## src/hdl/pu_riscv_mem_pkg.sv

```systemverilog
// access-size and AXI response codes only; size codes 4 to 7 are illegal and have no name.
`default_nettype none

package pu_riscv_mem_pkg;

  // access size as carried on the CPU request port.
  typedef logic [2:0] mem_size_t;

  // byte, halfword, word and doubleword.
  localparam mem_size_t BYTE  = 3'd0;
  localparam mem_size_t HWORD = 3'd1;
  localparam mem_size_t WORD  = 3'd2;
  localparam mem_size_t DWORD = 3'd3;

  // AXI4-Lite response, as on bresp and rresp.
  typedef logic [1:0] axi_resp_t;

  localparam axi_resp_t RESP_OKAY   = 2'b00;
  // exclusive okay is not expected from a lite slave.
  localparam axi_resp_t RESP_EXOKAY = 2'b01;
  localparam axi_resp_t RESP_SLVERR = 2'b10;
  localparam axi_resp_t RESP_DECERR = 2'b11;

endpackage

`default_nettype wire
```

## src/hdl/pu_riscv_dmem_top.sv

```systemverilog
// XLEN is 32 or 64; AXI4-Lite data width equals XLEN and addresses go out word aligned.
`timescale 1ns/1ps
`default_nettype none

module pu_riscv_dmem_top #(
  parameter int XLEN    = 64,
  parameter int HAS_RVC = 1
) (
  input  wire                         clk_i,
  input  wire                         reset_i,

  // CPU port.
  input  wire                         req_valid_i,
  output logic                        req_ready_o,
  input  wire                         req_instr_i,
  input  wire                         req_we_i,
  input  wire  [XLEN-1:0]             req_adr_i,
  input  wire  pu_riscv_mem_pkg::mem_size_t req_size_i,
  input  wire                         req_signed_i,
  input  wire  [XLEN-1:0]             req_wdata_i,
  output logic                        rsp_valid_o,
  output logic [XLEN-1:0]             rsp_rdata_o,
  output logic                        rsp_err_o,

  // AXI4-Lite master port.
  output logic                        awvalid_o,
  input  wire                         awready_i,
  output logic [XLEN-1:0]             awaddr_o,
  output logic                        wvalid_o,
  input  wire                         wready_i,
  output logic [XLEN-1:0]             wdata_o,
  output logic [XLEN/8-1:0]           wstrb_o,
  input  wire                         bvalid_i,
  output logic                        bready_o,
  input  wire  pu_riscv_mem_pkg::axi_resp_t bresp_i,
  output logic                        arvalid_o,
  input  wire                         arready_i,
  output logic [XLEN-1:0]             araddr_o,
  input  wire                         rvalid_i,
  output logic                        rready_o,
  input  wire  [XLEN-1:0]             rdata_i,
  input  wire  pu_riscv_mem_pkg::axi_resp_t rresp_i
);

  import pu_riscv_mem_pkg::*;

  // check strobe and result.
  logic              accept;
  logic              misaligned;

  // controller to master.
  logic              bus_start;
  logic              bus_we;
  logic [XLEN-1:0]   bus_adr;
  logic [XLEN-1:0]   bus_wdata;
  logic [XLEN/8-1:0] bus_strb;
  logic              bus_done;
  logic [XLEN-1:0]   bus_rdata;
  axi_resp_t         bus_resp;

  pu_riscv_dmem_ctrl #(
    .XLEN (XLEN)
  ) i_ctrl (
    .clk_i        (clk_i),
    .reset_i      (reset_i),
    .req_valid_i  (req_valid_i),
    .req_ready_o  (req_ready_o),
    .req_instr_i  (req_instr_i),
    .req_we_i     (req_we_i),
    .req_adr_i    (req_adr_i),
    .req_size_i   (req_size_i),
    .req_signed_i (req_signed_i),
    .req_wdata_i  (req_wdata_i),
    .rsp_valid_o  (rsp_valid_o),
    .rsp_rdata_o  (rsp_rdata_o),
    .rsp_err_o    (rsp_err_o),
    .accept_o     (accept),
    .misaligned_i (misaligned),
    .start_o      (bus_start),
    .we_o         (bus_we),
    .adr_o        (bus_adr),
    .wdata_o      (bus_wdata),
    .strb_o       (bus_strb),
    .done_i       (bus_done),
    .rdata_i      (bus_rdata),
    .resp_i       (bus_resp)
  );

  // request fields are held by the CPU during acceptance.
  pu_riscv_memmisaligned #(
    .XLEN    (XLEN),
    .HAS_RVC (HAS_RVC)
  ) i_misaligned (
    .clk_i        (clk_i),
    .reset_i      (reset_i),
    .instr_i      (req_instr_i),
    .req_i        (accept),
    .adr_i        (req_adr_i),
    .size_i       (req_size_i),
    .misaligned_o (misaligned)
  );

  pu_riscv_axi4lite_master #(
    .XLEN (XLEN)
  ) i_axi (
    .clk_i     (clk_i),
    .reset_i   (reset_i),
    .start_i   (bus_start),
    .we_i      (bus_we),
    .adr_i     (bus_adr),
    .wdata_i   (bus_wdata),
    .strb_i    (bus_strb),
    .done_o    (bus_done),
    .rdata_o   (bus_rdata),
    .resp_o    (bus_resp),
    .awvalid_o (awvalid_o),
    .awready_i (awready_i),
    .awaddr_o  (awaddr_o),
    .wvalid_o  (wvalid_o),
    .wready_i  (wready_i),
    .wdata_o   (wdata_o),
    .wstrb_o   (wstrb_o),
    .bvalid_i  (bvalid_i),
    .bready_o  (bready_o),
    .bresp_i   (bresp_i),
    .arvalid_o (arvalid_o),
    .arready_i (arready_i),
    .araddr_o  (araddr_o),
    .rvalid_i  (rvalid_i),
    .rready_o  (rready_o),
    .rdata_i   (rdata_i),
    .rresp_i   (rresp_i)
  );

endmodule

`default_nettype wire

```

## src/hdl/pu_riscv_dmem_ctrl.sv

```systemverilog
// one request in flight; response outputs are only meaningful while rsp_valid_o is high.
`timescale 1ns/1ps
`default_nettype none

module pu_riscv_dmem_ctrl #(
  parameter int XLEN = 64
) (
  input  wire                         clk_i,
  input  wire                         reset_i,

  // CPU request port.
  input  wire                         req_valid_i,
  output logic                        req_ready_o,
  input  wire                         req_instr_i,
  input  wire                         req_we_i,
  input  wire  [XLEN-1:0]             req_adr_i,
  input  wire  pu_riscv_mem_pkg::mem_size_t req_size_i,
  input  wire                         req_signed_i,
  input  wire  [XLEN-1:0]             req_wdata_i,

  // CPU response, single cycle pulse.
  output logic                        rsp_valid_o,
  output logic [XLEN-1:0]             rsp_rdata_o,
  output logic                        rsp_err_o,

  // misalignment check.
  output logic                        accept_o,
  input  wire                         misaligned_i,

  // bus master side.
  output logic                        start_o,
  output logic                        we_o,
  output logic [XLEN-1:0]             adr_o,
  output logic [XLEN-1:0]             wdata_o,
  output logic [XLEN/8-1:0]           strb_o,
  input  wire                         done_i,
  input  wire  [XLEN-1:0]             rdata_i,
  input  wire  pu_riscv_mem_pkg::axi_resp_t resp_i
);

  import pu_riscv_mem_pkg::*;

  localparam int STRB_W = XLEN / 8;
  localparam int LSB    = $clog2(STRB_W);

  localparam logic [1:0] S_IDLE  = 2'd0;
  localparam logic [1:0] S_CHECK = 2'd1;
  localparam logic [1:0] S_BUS   = 2'd2;

  logic [1:0]        state;
  logic [1:0]        state_nxt;
  logic              instr_q;
  logic              we_q;
  logic [XLEN-1:0]   adr_q;
  mem_size_t         size_q;
  logic              signed_q;
  logic [XLEN-1:0]   wdata_q;
  logic [LSB-1:0]    off;
  logic [STRB_W-1:0] size_mask;
  logic [XLEN-1:0]   rd_shift;
  logic [XLEN-1:0]   rd_ext;
  logic              sext;

  // handshake completes only on a ready cycle.
  assign accept_o = req_valid_i & req_ready_o;

  // request is frozen here for the rest of the access.
  always_ff @(posedge clk_i) begin
    if (accept_o) begin
      instr_q  <= req_instr_i;
      we_q     <= req_we_i;
      adr_q    <= req_adr_i;
      size_q   <= req_size_i;
      signed_q <= req_signed_i;
      wdata_q  <= req_wdata_i;
    end
  end

  always_comb begin
    state_nxt = state;
    case (state)
      S_IDLE:  if (accept_o) state_nxt = S_CHECK;
      // misaligned accesses end here, the rest go to the bus.
      S_CHECK: state_nxt = misaligned_i ? S_IDLE : S_BUS;
      S_BUS:   if (done_i) state_nxt = S_IDLE;
      default: state_nxt = S_IDLE;
    endcase
  end

  // ready is registered so it stays low through reset.
  always_ff @(posedge clk_i) begin
    if (reset_i) begin
      state       <= S_IDLE;
      req_ready_o <= 1'b0;
    end else begin
      state       <= state_nxt;
      req_ready_o <= (state_nxt == S_IDLE);
    end
  end

  // byte offset inside the bus word.
  assign off = adr_q[LSB-1:0];

  // one strobe bit per byte of the access.
  always_comb begin
    case (size_q)
      BYTE:    size_mask = STRB_W'(8'h01);
      HWORD:   size_mask = STRB_W'(8'h03);
      WORD:    size_mask = STRB_W'(8'h0f);
      default: size_mask = STRB_W'(8'hff);
    endcase
  end

  // bus transfer starts in the check cycle of a good access.
  assign start_o = (state == S_CHECK) & ~misaligned_i;
  // fetches are always reads.
  assign we_o    = we_q & ~instr_q;
  // address goes out aligned to the bus word.
  assign adr_o   = {adr_q[XLEN-1:LSB], {LSB{1'b0}}};
  assign wdata_o = wdata_q << {off, 3'b000};
  assign strb_o  = size_mask << off;

  // move the addressed bytes down to bit 0.
  assign rd_shift = rdata_i >> {off, 3'b000};
  // fetches never sign-extend.
  assign sext     = signed_q & ~instr_q;

  always_comb begin
    case (size_q)
      BYTE: begin
        rd_ext = sext ? XLEN'($signed(rd_shift[7:0])) : XLEN'(rd_shift[7:0]);
      end
      HWORD: begin
        rd_ext = sext ? XLEN'($signed(rd_shift[15:0])) : XLEN'(rd_shift[15:0]);
      end
      WORD: begin
        rd_ext = sext ? XLEN'($signed(rd_shift[31:0])) : XLEN'(rd_shift[31:0]);
      end
      default: rd_ext = rd_shift;
    endcase
  end

  // misaligned answer in the check cycle, bus answer with done.
  assign rsp_valid_o = ((state == S_CHECK) & misaligned_i) | ((state == S_BUS) & done_i);

  // any response other than okay is reported as an error.
  assign rsp_err_o = (state == S_CHECK) ? misaligned_i : (resp_i != RESP_OKAY);

  // data only for successful reads, zero otherwise.
  assign rsp_rdata_o = ((state == S_BUS) && !we_o && (resp_i == RESP_OKAY)) ? rd_ext : '0;

endmodule

`default_nettype wire

```

## src/hdl/pu_riscv_axi4lite_master.sv

```systemverilog
// one transfer at a time, no bursts; start_i is only honoured while the master is idle.
`timescale 1ns/1ps
`default_nettype none

module pu_riscv_axi4lite_master #(
  parameter int XLEN = 64
) (
  input  wire                         clk_i,
  input  wire                         reset_i,

  // transfer request from the controller.
  input  wire                         start_i,
  input  wire                         we_i,
  input  wire  [XLEN-1:0]             adr_i,
  input  wire  [XLEN-1:0]             wdata_i,
  input  wire  [XLEN/8-1:0]           strb_i,
  output logic                        done_o,
  output logic [XLEN-1:0]             rdata_o,
  output pu_riscv_mem_pkg::axi_resp_t resp_o,

  // write address and write data channels.
  output logic                        awvalid_o,
  input  wire                         awready_i,
  output logic [XLEN-1:0]             awaddr_o,
  output logic                        wvalid_o,
  input  wire                         wready_i,
  output logic [XLEN-1:0]             wdata_o,
  output logic [XLEN/8-1:0]           wstrb_o,

  // write response channel.
  input  wire                         bvalid_i,
  output logic                        bready_o,
  input  wire  pu_riscv_mem_pkg::axi_resp_t bresp_i,

  // read address and read data channels.
  output logic                        arvalid_o,
  input  wire                         arready_i,
  output logic [XLEN-1:0]             araddr_o,
  input  wire                         rvalid_i,
  output logic                        rready_o,
  input  wire  [XLEN-1:0]             rdata_i,
  input  wire  pu_riscv_mem_pkg::axi_resp_t rresp_i
);

  localparam logic [2:0] S_IDLE  = 3'd0;
  localparam logic [2:0] S_WRITE = 3'd1;
  localparam logic [2:0] S_BRESP = 3'd2;
  localparam logic [2:0] S_READ  = 3'd3;
  localparam logic [2:0] S_RRESP = 3'd4;

  logic [2:0]      state;
  logic [XLEN-1:0] adr_q;

  // same address register serves both address channels.
  assign awaddr_o = adr_q;
  assign araddr_o = adr_q;

  // payload is captured on start and held for the transfer.
  always_ff @(posedge clk_i) begin
    if ((state == S_IDLE) && start_i) begin
      adr_q   <= adr_i;
      wdata_o <= wdata_i;
      wstrb_o <= strb_i;
    end
  end

  always_ff @(posedge clk_i) begin
    if (reset_i) begin
      state     <= S_IDLE;
      awvalid_o <= 1'b0;
      wvalid_o  <= 1'b0;
      bready_o  <= 1'b0;
      arvalid_o <= 1'b0;
      rready_o  <= 1'b0;
      done_o    <= 1'b0;
    end else begin
      done_o <= 1'b0;
      case (state)
        S_IDLE: begin
          if (start_i && we_i) begin
            // address and data go out together.
            awvalid_o <= 1'b1;
            wvalid_o  <= 1'b1;
            state     <= S_WRITE;
          end else if (start_i) begin
            arvalid_o <= 1'b1;
            state     <= S_READ;
          end
        end
        S_WRITE: begin
          // each channel drops its valid on its own ready.
          if (awready_i) begin
            awvalid_o <= 1'b0;
          end
          if (wready_i) begin
            wvalid_o <= 1'b0;
          end
          // leave once both have been taken, in any order.
          if ((awready_i || !awvalid_o) && (wready_i || !wvalid_o)) begin
            bready_o <= 1'b1;
            state    <= S_BRESP;
          end
        end
        S_BRESP: begin
          if (bvalid_i) begin
            bready_o <= 1'b0;
            resp_o   <= bresp_i;
            done_o   <= 1'b1;
            state    <= S_IDLE;
          end
        end
        S_READ: begin
          if (arready_i) begin
            arvalid_o <= 1'b0;
            rready_o  <= 1'b1;
            state     <= S_RRESP;
          end
        end
        S_RRESP: begin
          if (rvalid_i) begin
            rready_o <= 1'b0;
            rdata_o  <= rdata_i;
            resp_o   <= rresp_i;
            done_o   <= 1'b1;
            state    <= S_IDLE;
          end
        end
        default: state <= S_IDLE;
      endcase
    end
  end

endmodule

`default_nettype wire

```

## src/hdl/pu_riscv_memmisaligned.sv

```systemverilog
// flag is valid the cycle after req_i; XLEN of 32 treats every DWORD access as misaligned.
`timescale 1ns/1ps
`default_nettype none

module pu_riscv_memmisaligned #(
  parameter int XLEN    = 64,
  parameter int HAS_RVC = 1
) (
  input  wire                         clk_i,
  input  wire                         reset_i,
  input  wire                         instr_i,
  input  wire                         req_i,
  input  wire  [XLEN-1:0]             adr_i,
  input  wire  pu_riscv_mem_pkg::mem_size_t size_i,
  output logic                        misaligned_o
);

  import pu_riscv_mem_pkg::*;

  logic size_bad;
  logic align_bad;

  always_comb begin
    // unknown codes, and doublewords on a 32-bit core, never pass.
    size_bad = (size_i > DWORD) || ((XLEN == 32) && (size_i == DWORD));
    if (instr_i) begin
      // compressed code allows halfword aligned fetches.
      align_bad = (HAS_RVC != 0) ? adr_i[0] : |adr_i[1:0];
    end else begin
      // data must sit on its natural boundary.
      case (size_i)
        BYTE:    align_bad = 1'b0;
        HWORD:   align_bad = adr_i[0];
        WORD:    align_bad = |adr_i[1:0];
        default: align_bad = |adr_i[2:0];
      endcase
    end
  end

  // flag only lives for the accepted request.
  always_ff @(posedge clk_i) begin
    if (reset_i) begin
      misaligned_o <= 1'b0;
    end else begin
      misaligned_o <= req_i & (size_bad | align_bad);
    end
  end

endmodule

`default_nettype wire

```

## config.mk

```make
export PLATFORM = sky130hd
export DESIGN_NAME = pu_riscv_dmem_top
export DESIGN_NICKNAME = d
export VERILOG_FILES = /design/src/hdl/pu_riscv_mem_pkg.sv /design/src/hdl/pu_riscv_dmem_top.sv /design/src/hdl/pu_riscv_dmem_ctrl.sv /design/src/hdl/pu_riscv_axi4lite_master.sv /design/src/hdl/pu_riscv_memmisaligned.sv
export SDC_FILE = /design/constraint.sdc
export NUM_CORES = 1
export LEC_CHECK = 0
export ABC_AREA = 1
export BUFFER_PORTS_ARGS = -buffer_cell sky130_fd_sc_hd__buf_2
export CAP_MARGIN = 20
export CELL_PAD_IN_SITES_DETAIL_PLACEMENT = 0
export CELL_PAD_IN_SITES_GLOBAL_PLACEMENT = 1
export CORE_ASPECT_RATIO = 1.5
export CORE_MARGIN = 1.5
export CORE_UTILIZATION = 35
export DETAILED_ROUTE_END_ITERATION = 12
export GPL_TIMING_DRIVEN = 0
export PLACE_DENSITY_LB_ADDON = 0.1
export RECOVER_POWER = 100
export SLEW_MARGIN = 5
export SYNTH_ARGS = -nofsm -noshare
export SYNTH_HDL_FRONTEND = slang
export SYNTH_SLANG_ARGS = --single-unit
export TNS_END_PERCENT = 20
```

## constraint.sdc

```tcl
create_clock -name clk_i -period 7.2 [get_ports clk_i]
set_input_delay 0 -clock clk_i [delete_from_list [all_inputs] [get_ports clk_i]]
set_output_delay 0 -clock clk_i [all_outputs]
set_load 0.02 [all_outputs]
```

Yosys cells after proc, flatten, opt, wreduce, memory -nomap -nowiden

Index checks and enable logic that the tools add are counted.

Add/sub/neg operators: 0
Multipliers: 0
Divide/modulo/power cells: 0
Order comparisons: 1
Equal/unequal tests: 20
Shift operators: 3
Muxes and demuxes: 41
Bitwise operators: 12
Reductions and logical operators: 32

Operators by type and width:

| operator             | number |
|---|---|
| $mux W64             | 4 |
| $pmux W64 S3         | 1 |
| $shl A64 B6 Y64      | 1 |
| $shr A64 B6 Y64      | 1 |
| $pmux W8 S3          | 1 |
| $mux W3              | 6 |
| $pmux W3 S5          | 1 |
| $reduce_and A3 Y1    | 5 |
| $mux W1              | 14 |
| $ne A2 B2 Y1 const B | 7 |
| $eq A3 B2 Y1 const B | 4 |
| $pmux W1 S2          | 6 |
| $reduce_bool A2 Y1   | 6 |
| $mux W2              | 5 |
| $eq A3 B1 Y1 const B | 3 |
| $logic_not A3 Y1     | 3 |
| $reduce_and A4 Y1    | 2 |
| $shl A8 B3 Y8        | 1 |
| $and A1 B1 Y1        | 7 |
| $logic_not A2 Y1     | 3 |
| $pmux W2 S3          | 1 |
| $logic_and A1 B1 Y1  | 5 |
| $reduce_and A5 Y1    | 1 |
| $ne A2 B1 Y1 const B | 2 |
| other kinds (13)     | 19 |

Register bits after elaboration: 346
Latch bits: 0
RAM bits: 0
Memory bits (read-only): 0
Input bits: 210
Output and inout bits: 272
Logic and storage cells: 130
Memories: 0

Longest topological paths before layout

Word-level depth: 6
Gate-level depth with buffers: 14
Gate-level depth less buffers: 11

Hierarchy

A second synthesis with hierarchy kept.

Cell total of the unflattened synthesis: 1499
Area total of the unflattened synthesis: 16135.5 um^2

Modules (own cells, without submodules):

| module                   | instances | cells an instance | area an instance (um^2) |
|---|---|---|---|
| pu_riscv_dmem_ctrl       | 1         | 1132              | 8984.9 |
| pu_riscv_axi4lite_master | 1         | 346               | 7050.5 |
| pu_riscv_memmisaligned   | 1         | 21                | 100.1 |

Worst setup path before layout

No wires, ideal clock.

Kind: register to register
From: reg i_axi.state[1]
To: reg i_axi.adr_q[10] (netlist: i_axi.araddr_o[10]), enable pin
Arrival: 6.252 ns
Data required time: 6.572 ns
Path slack: 0.320 ns
Cell stages (with the launch flop): 6
Path buffers: 0
Period minus slack after synthesis: 6.880 ns
Cells stage by stage: dfxtp_1 -> inv_1 -> nand2_1 -> nor2_1 -> inv_1 -> nor2_1

Longest elaborated chain between the ends: 2

RTL lines:

| element                | line                           | source |
|---|---|---|
| from (decl)            | pu_riscv_axi4lite_master.sv:51 | `logic [2:0] state;` |
| from (signal assigned) | pu_riscv_axi4lite_master.sv:69 | `state <= S_IDLE;` |
| from (signal assigned) | pu_riscv_axi4lite_master.sv:84 | `state <= S_WRITE;` |
| from (signal assigned) | pu_riscv_axi4lite_master.sv:87 | `state <= S_READ;` |
| $logic_not A3 Y1       | pu_riscv_axi4lite_master.sv:60 | `if ((state == S_IDLE) && start_i) begin` |
| $logic_and A1 B1 Y1    | pu_riscv_axi4lite_master.sv:60 |  |
| to (signal assigned)   | pu_riscv_axi4lite_master.sv:61 | `adr_q <= adr_i;` |
| to (decl)              | pu_riscv_axi4lite_master.sv:52 | `logic [XLEN-1:0] adr_q;` |

No other way between the ends.
A chain may end at the register's enable or synchronous reset.

Worst setup path in the final report

From: reg i_ctrl.adr_q[0]
To: out rsp_rdata_o[6]

Longest elaborated chain between the ends: 4

RTL lines:

| element                     | line                                                                            | source |
|---|---|---|
| from (decl)                 | pu_riscv_dmem_ctrl.sv:54                                                        | `logic [XLEN-1:0] adr_q;` |
| from (signal assigned)      | pu_riscv_dmem_ctrl.sv:72                                                        | `adr_q <= req_adr_i;` |
| $shr A64 B6 Y64 (*)         | pu_riscv_dmem_ctrl.sv:124                                                       | `assign rd_shift = rdata_i >> {off, 3'b000};` |
| $mux W64 (on tied branches) | pu_riscv_dmem_ctrl.sv:137, pu_riscv_dmem_ctrl.sv:131, pu_riscv_dmem_ctrl.sv:134 |  |
| $pmux W64 S3 (*)            | pu_riscv_dmem_ctrl.sv:129                                                       | `case (size_q)` |
| $mux W64 (*)                | pu_riscv_dmem_ctrl.sv:150                                                       | `assign rsp_rdata_o = ((state == S_BUS) && !we_o && (resp_i == RESP_OKAY)) ? rd_ext : '0;` |
| to (decl)                   | pu_riscv_dmem_top.sv:22                                                         | `output logic [XLEN-1:0] rsp_rdata_o,` |

Every way passes the cells marked *; elsewhere a longest branch is shown, timed or not.

==> results by group <==
GRT
  • First-pass GRT wire length: 78900 um
  • Vias in the first global route: around 13k
  • Initial antenna violation count: 3
  • GRT Util Overall: 0.237
  • Total grt overflow: 0
  • Largest net degree at the start of global routing: 76

Timing
  • Max-slew violation count: 108
  • Clock period minus worst slack: 4.49 ns
  • Sum Neg Setup Slack: 0 ns
  • Final number of setup-violating endpoints: 0
  • Worst slew margin relative to its limit: -0.935
  • Worst setup margin: between 2 and 3 ns
  • Clk_skew: ~0.022 ns
  • Upper clock frequency limit: approximately 220 MHz
  • Slew @ Worst Pin: 2.89 ns
  • Count of final hold-check violations: 0
  • Post-route fraction of the period consumed by the critical path: 0.624
  • Unrepaired setup endpoints after global routing: no

Detailed routing
  • Highest metal layer with signal wires: met4
  • Average wire length per cell after detail routing: 20.1 um
  • Met1 Routed Length: 20400 um
  • Via Count: 13.0k
  • Via density per instance: 4.76
  • Number of DRC markers after the initial detailed-route iteration: 1003
  • Wire length after detailed routing: roughly 55000 um
  • Pre-antenna DRT Iters: 5
  • Number of DRC violations after detailed routing: 0
  • Routed wl met2: 28900 um
  • Met3 wirelength from detailed routing: 3050 um
  • Residual antenna-violating net count after detailed routing: 0

Placed design
  • DP HPWL: 41300 um
  • RePlAce Congestion: approximately 0.91
  • Placed Cells incl. Taps: 2448
  • I/O Buffers: 475
  • Pre-CTS worst setup slack: between 4 and 5 ns

Finish
  • Most frequent cells in the layout: clkbuf_1 (349), nand2_1 (345), edfxtp_1 (333), dlygate4sd3_1 (212), buf_2 (194)
  • Most common cell after layout, fill and taps aside: clkbuf_1
  • Number of nets in the final layout: roughly 2.3k
  • Area Growth Syn to Fin: 39.3%
  • Count of placed standard cells in the final layout, fillers left out: 2725
  • Fraction of final layout cells with drive strength greater than 1: 0.167

CTS
  • Buffers inserted during post-CTS setup optimization: 0
  • CTS clk-pin slew, worst paths: roughly 0.06 ns
  • Worst-Skew Late Latency: 0.53 ns
  • Number of buffers created by CTS: 36
  • Cell chosen for the clock root: clkbuf_16
  • Max H-tree Level: 2
  • Clock net sink count: 346
  • CTS tree: yes
  • CTS max path bufs: 3
  • Resize count post-CTS: 0

Worst hold path
  • Origin of the worst min-delay path: rdata_i[22]
  • Cell depth of the worst min-delay path: 2
  • Worst min-delay path category: in -> reg
  • Hold Path End: i_axi.rdata_o[22]

Critical path
  • Largest fanout on the critical path: 10
  • Start of the worst register-to-register path: i_axi.state[1]
  • Element type at the critical path start: register
  • R2R Path End: i_axi.rdata_o[5]
  • Kind of critical path: reg -> out
  • Crit path capture type: primary output
  • Worst Path Required: 7.20 ns
  • Arrival time of the worst setup path: 4.49 ns
  • Depth of the worst register-to-register path: 9
  • Flop2flop setup slack: approximately 2.8 ns

Outcome
  • Violated checks: max-capacitance violations, max-slew violations
  • Run status: finished, violations left

Die
  • # rows: between 90 and 100
  • Die width: 173 um
  • Vertical extent of the die: 259 um
  • I/O pin count: between 400 and 500
  • Die ar.: 44900 um2
  • Initial Utilization: 0.355
  • Area inside the core boundary: 42900 um2

Power and ir drop
  • Maximum vdd ir drop: 0.149 mV
  • Power per standard cell area: 224 nW/um2
  • P_leak: ~8.5 nW

Synth
  • Ys Warns: 0
  • Portion of the post-synthesis area used by sequential elements: 0.673
  • Post-synth cell types: 36
  • Cells after Synth: 1388
  • Avg Inst Size Synth: 11.0 um2
  • Yosys reg bits: between 300 and 400
  • Post-synth design cell area: around 15000 um2

Flow run
  • Total of max-cap violations: 3
==> cell type report <==
| class | instances | area [um2] |
|---|---|---|
| diodes | 3 | 7.51 |
| plain buffers | 133 | 779 |
| clock buffers | 39 | 912 |
| clock inverters | 23 | 204 |
| fillers | 4137 | 21700 |
| inverters | 139 | 527 |
| multi-input cells | 775 | 3600 |
| flip-flops and latches | 346 | 10300 |
| well taps | 570 | 713 |
| repair buffers | 697 | 4240 |
==> timing repair <==
item                       in CTS  in global routing
setup endpoints to repair       0                  0
hold endpoints to repair      218                  0
hold buffers                  212                  0
==> cells by family after synthesis <==
group | after synthesis | share of synthesized area
other | 1 | 0.000246
DFF | 346 | 0.673
AOI/OAI and AO/OA | 233 | 0.0870
and+or+nand+nor | 526 | 0.142
muxes | 10 | 0.00656
buffers and inverters | 272 | 0.0912
==> metrics by stage <==
step	hold WS (ns)	cell area (um2)	total power, mW	util
after global routing	0.168	21200	4.92	0.495
after CTS	0.148	21800	4.82	0.507
after detailed placement	0.178	18500	2.91	0.432
after floorplan	0.0894	15300	2.69	-
final	0.171	21200	4.75	0.495
after global placement	0.178	18400	2.92	0.428
==> cell usage after synthesis <==
master	number	area, um2
nand2_1	344	1290
edfxtp_1	333	10000
inv_1	132	495
o21ai_0	118	591
nor2_1	87	327
buf_4	73	548
nand3_1	43	215
a21oi_1	39	195
nor2_2	34	213
clkbuf_1	28	105
buf_2	19	95.1
o221ai_1	16	140
o21ai_1	14	70.1
dfxtp_1	13	260
mux2i_1	10	100
buf_6	9	101
o211ai_1	9	67.6
o22ai_1	9	56.3
a211oi_1	8	60.1
a22oi_1	7	52.6
nor3_1	6	30.0
o21bai_1	6	45.0
a31oi_1	5	31.3
buf_1	4	15.0
clkinv_1	4	15.0
nand4_1	4	25.0
inv_4	2	12.5
nand2_2	2	12.5
nor2_4	2	22.5
or2_2	2	12.5
a221o_1	1	10.0
a221oi_1	1	8.76
conb_1	1	3.75
inv_2	1	3.75
nand3_4	1	17.5
nand3b_1	1	7.51
==> where the power goes <==
group	switching (mW)	internal (mW)	total (mW)
sequential	0.0357	2.31	2.35
combinational	0.367	0.226	0.594
clock	0.786	1.03	1.81
total	1.19	3.56	4.75
==> layer usage <==
| layer | track usage | up-vias |
|---|---|---|
| li1 | - | 6130 |
| met2 | 0.440 | 583 |
| met3 | 0.0292 | 133 |
| met4 | 0.112 | 0 |
| met1 | 0.269 | 6113 |
| met5 | 0 | - |
==> registers in the layout (all words and copies together) (netlist names), 2 cells and up <==
name,count
i_axi.araddr_o,61
i_axi.rdata_o,64
i_axi.resp_o,2
i_axi.state,3
i_axi.wdata_o,64
i_axi.wstrb_o,8
i_ctrl.adr_q,64
i_ctrl.size_q,3
i_ctrl.state,2
i_ctrl.wdata_q,64
==> critical path, cell delays in order, from the launching register on <==
cell,delay [ns]
edfxtp_1,0.32
clkbuf_1,0.56
clkbuf_1,0.59
clkbuf_1,0.54
clkbuf_1,0.44
clkbuf_1,0.60
nand2_1,0.12
nand3_1,0.11
o21ai_0,0.09
a21oi_1,0.33
clkbuf_1,0.27
==> how the worst max path moves through the flow <==
stage	start	endpoint	slack (ns)	depth (start not counted)
global placement	i_axi.state[1]	i_axi.araddr_o[33]	-3.02	5
finish	i_ctrl.adr_q[0]	rsp_rdata_o[6]	2.71	10
CTS	i_ctrl.state[1]	rsp_rdata_o[4]	4.22	8
global route	i_axi.state[0]	i_axi.rdata_o[2]	2.24	9
floorplan	i_axi.state[1]	i_axi.araddr_o[10]	0.32	5
detailed placement	i_axi.state[1]	i_axi.rdata_o[5]	4.37	9
Note: power is estimated with default switching activity, not from simulation.
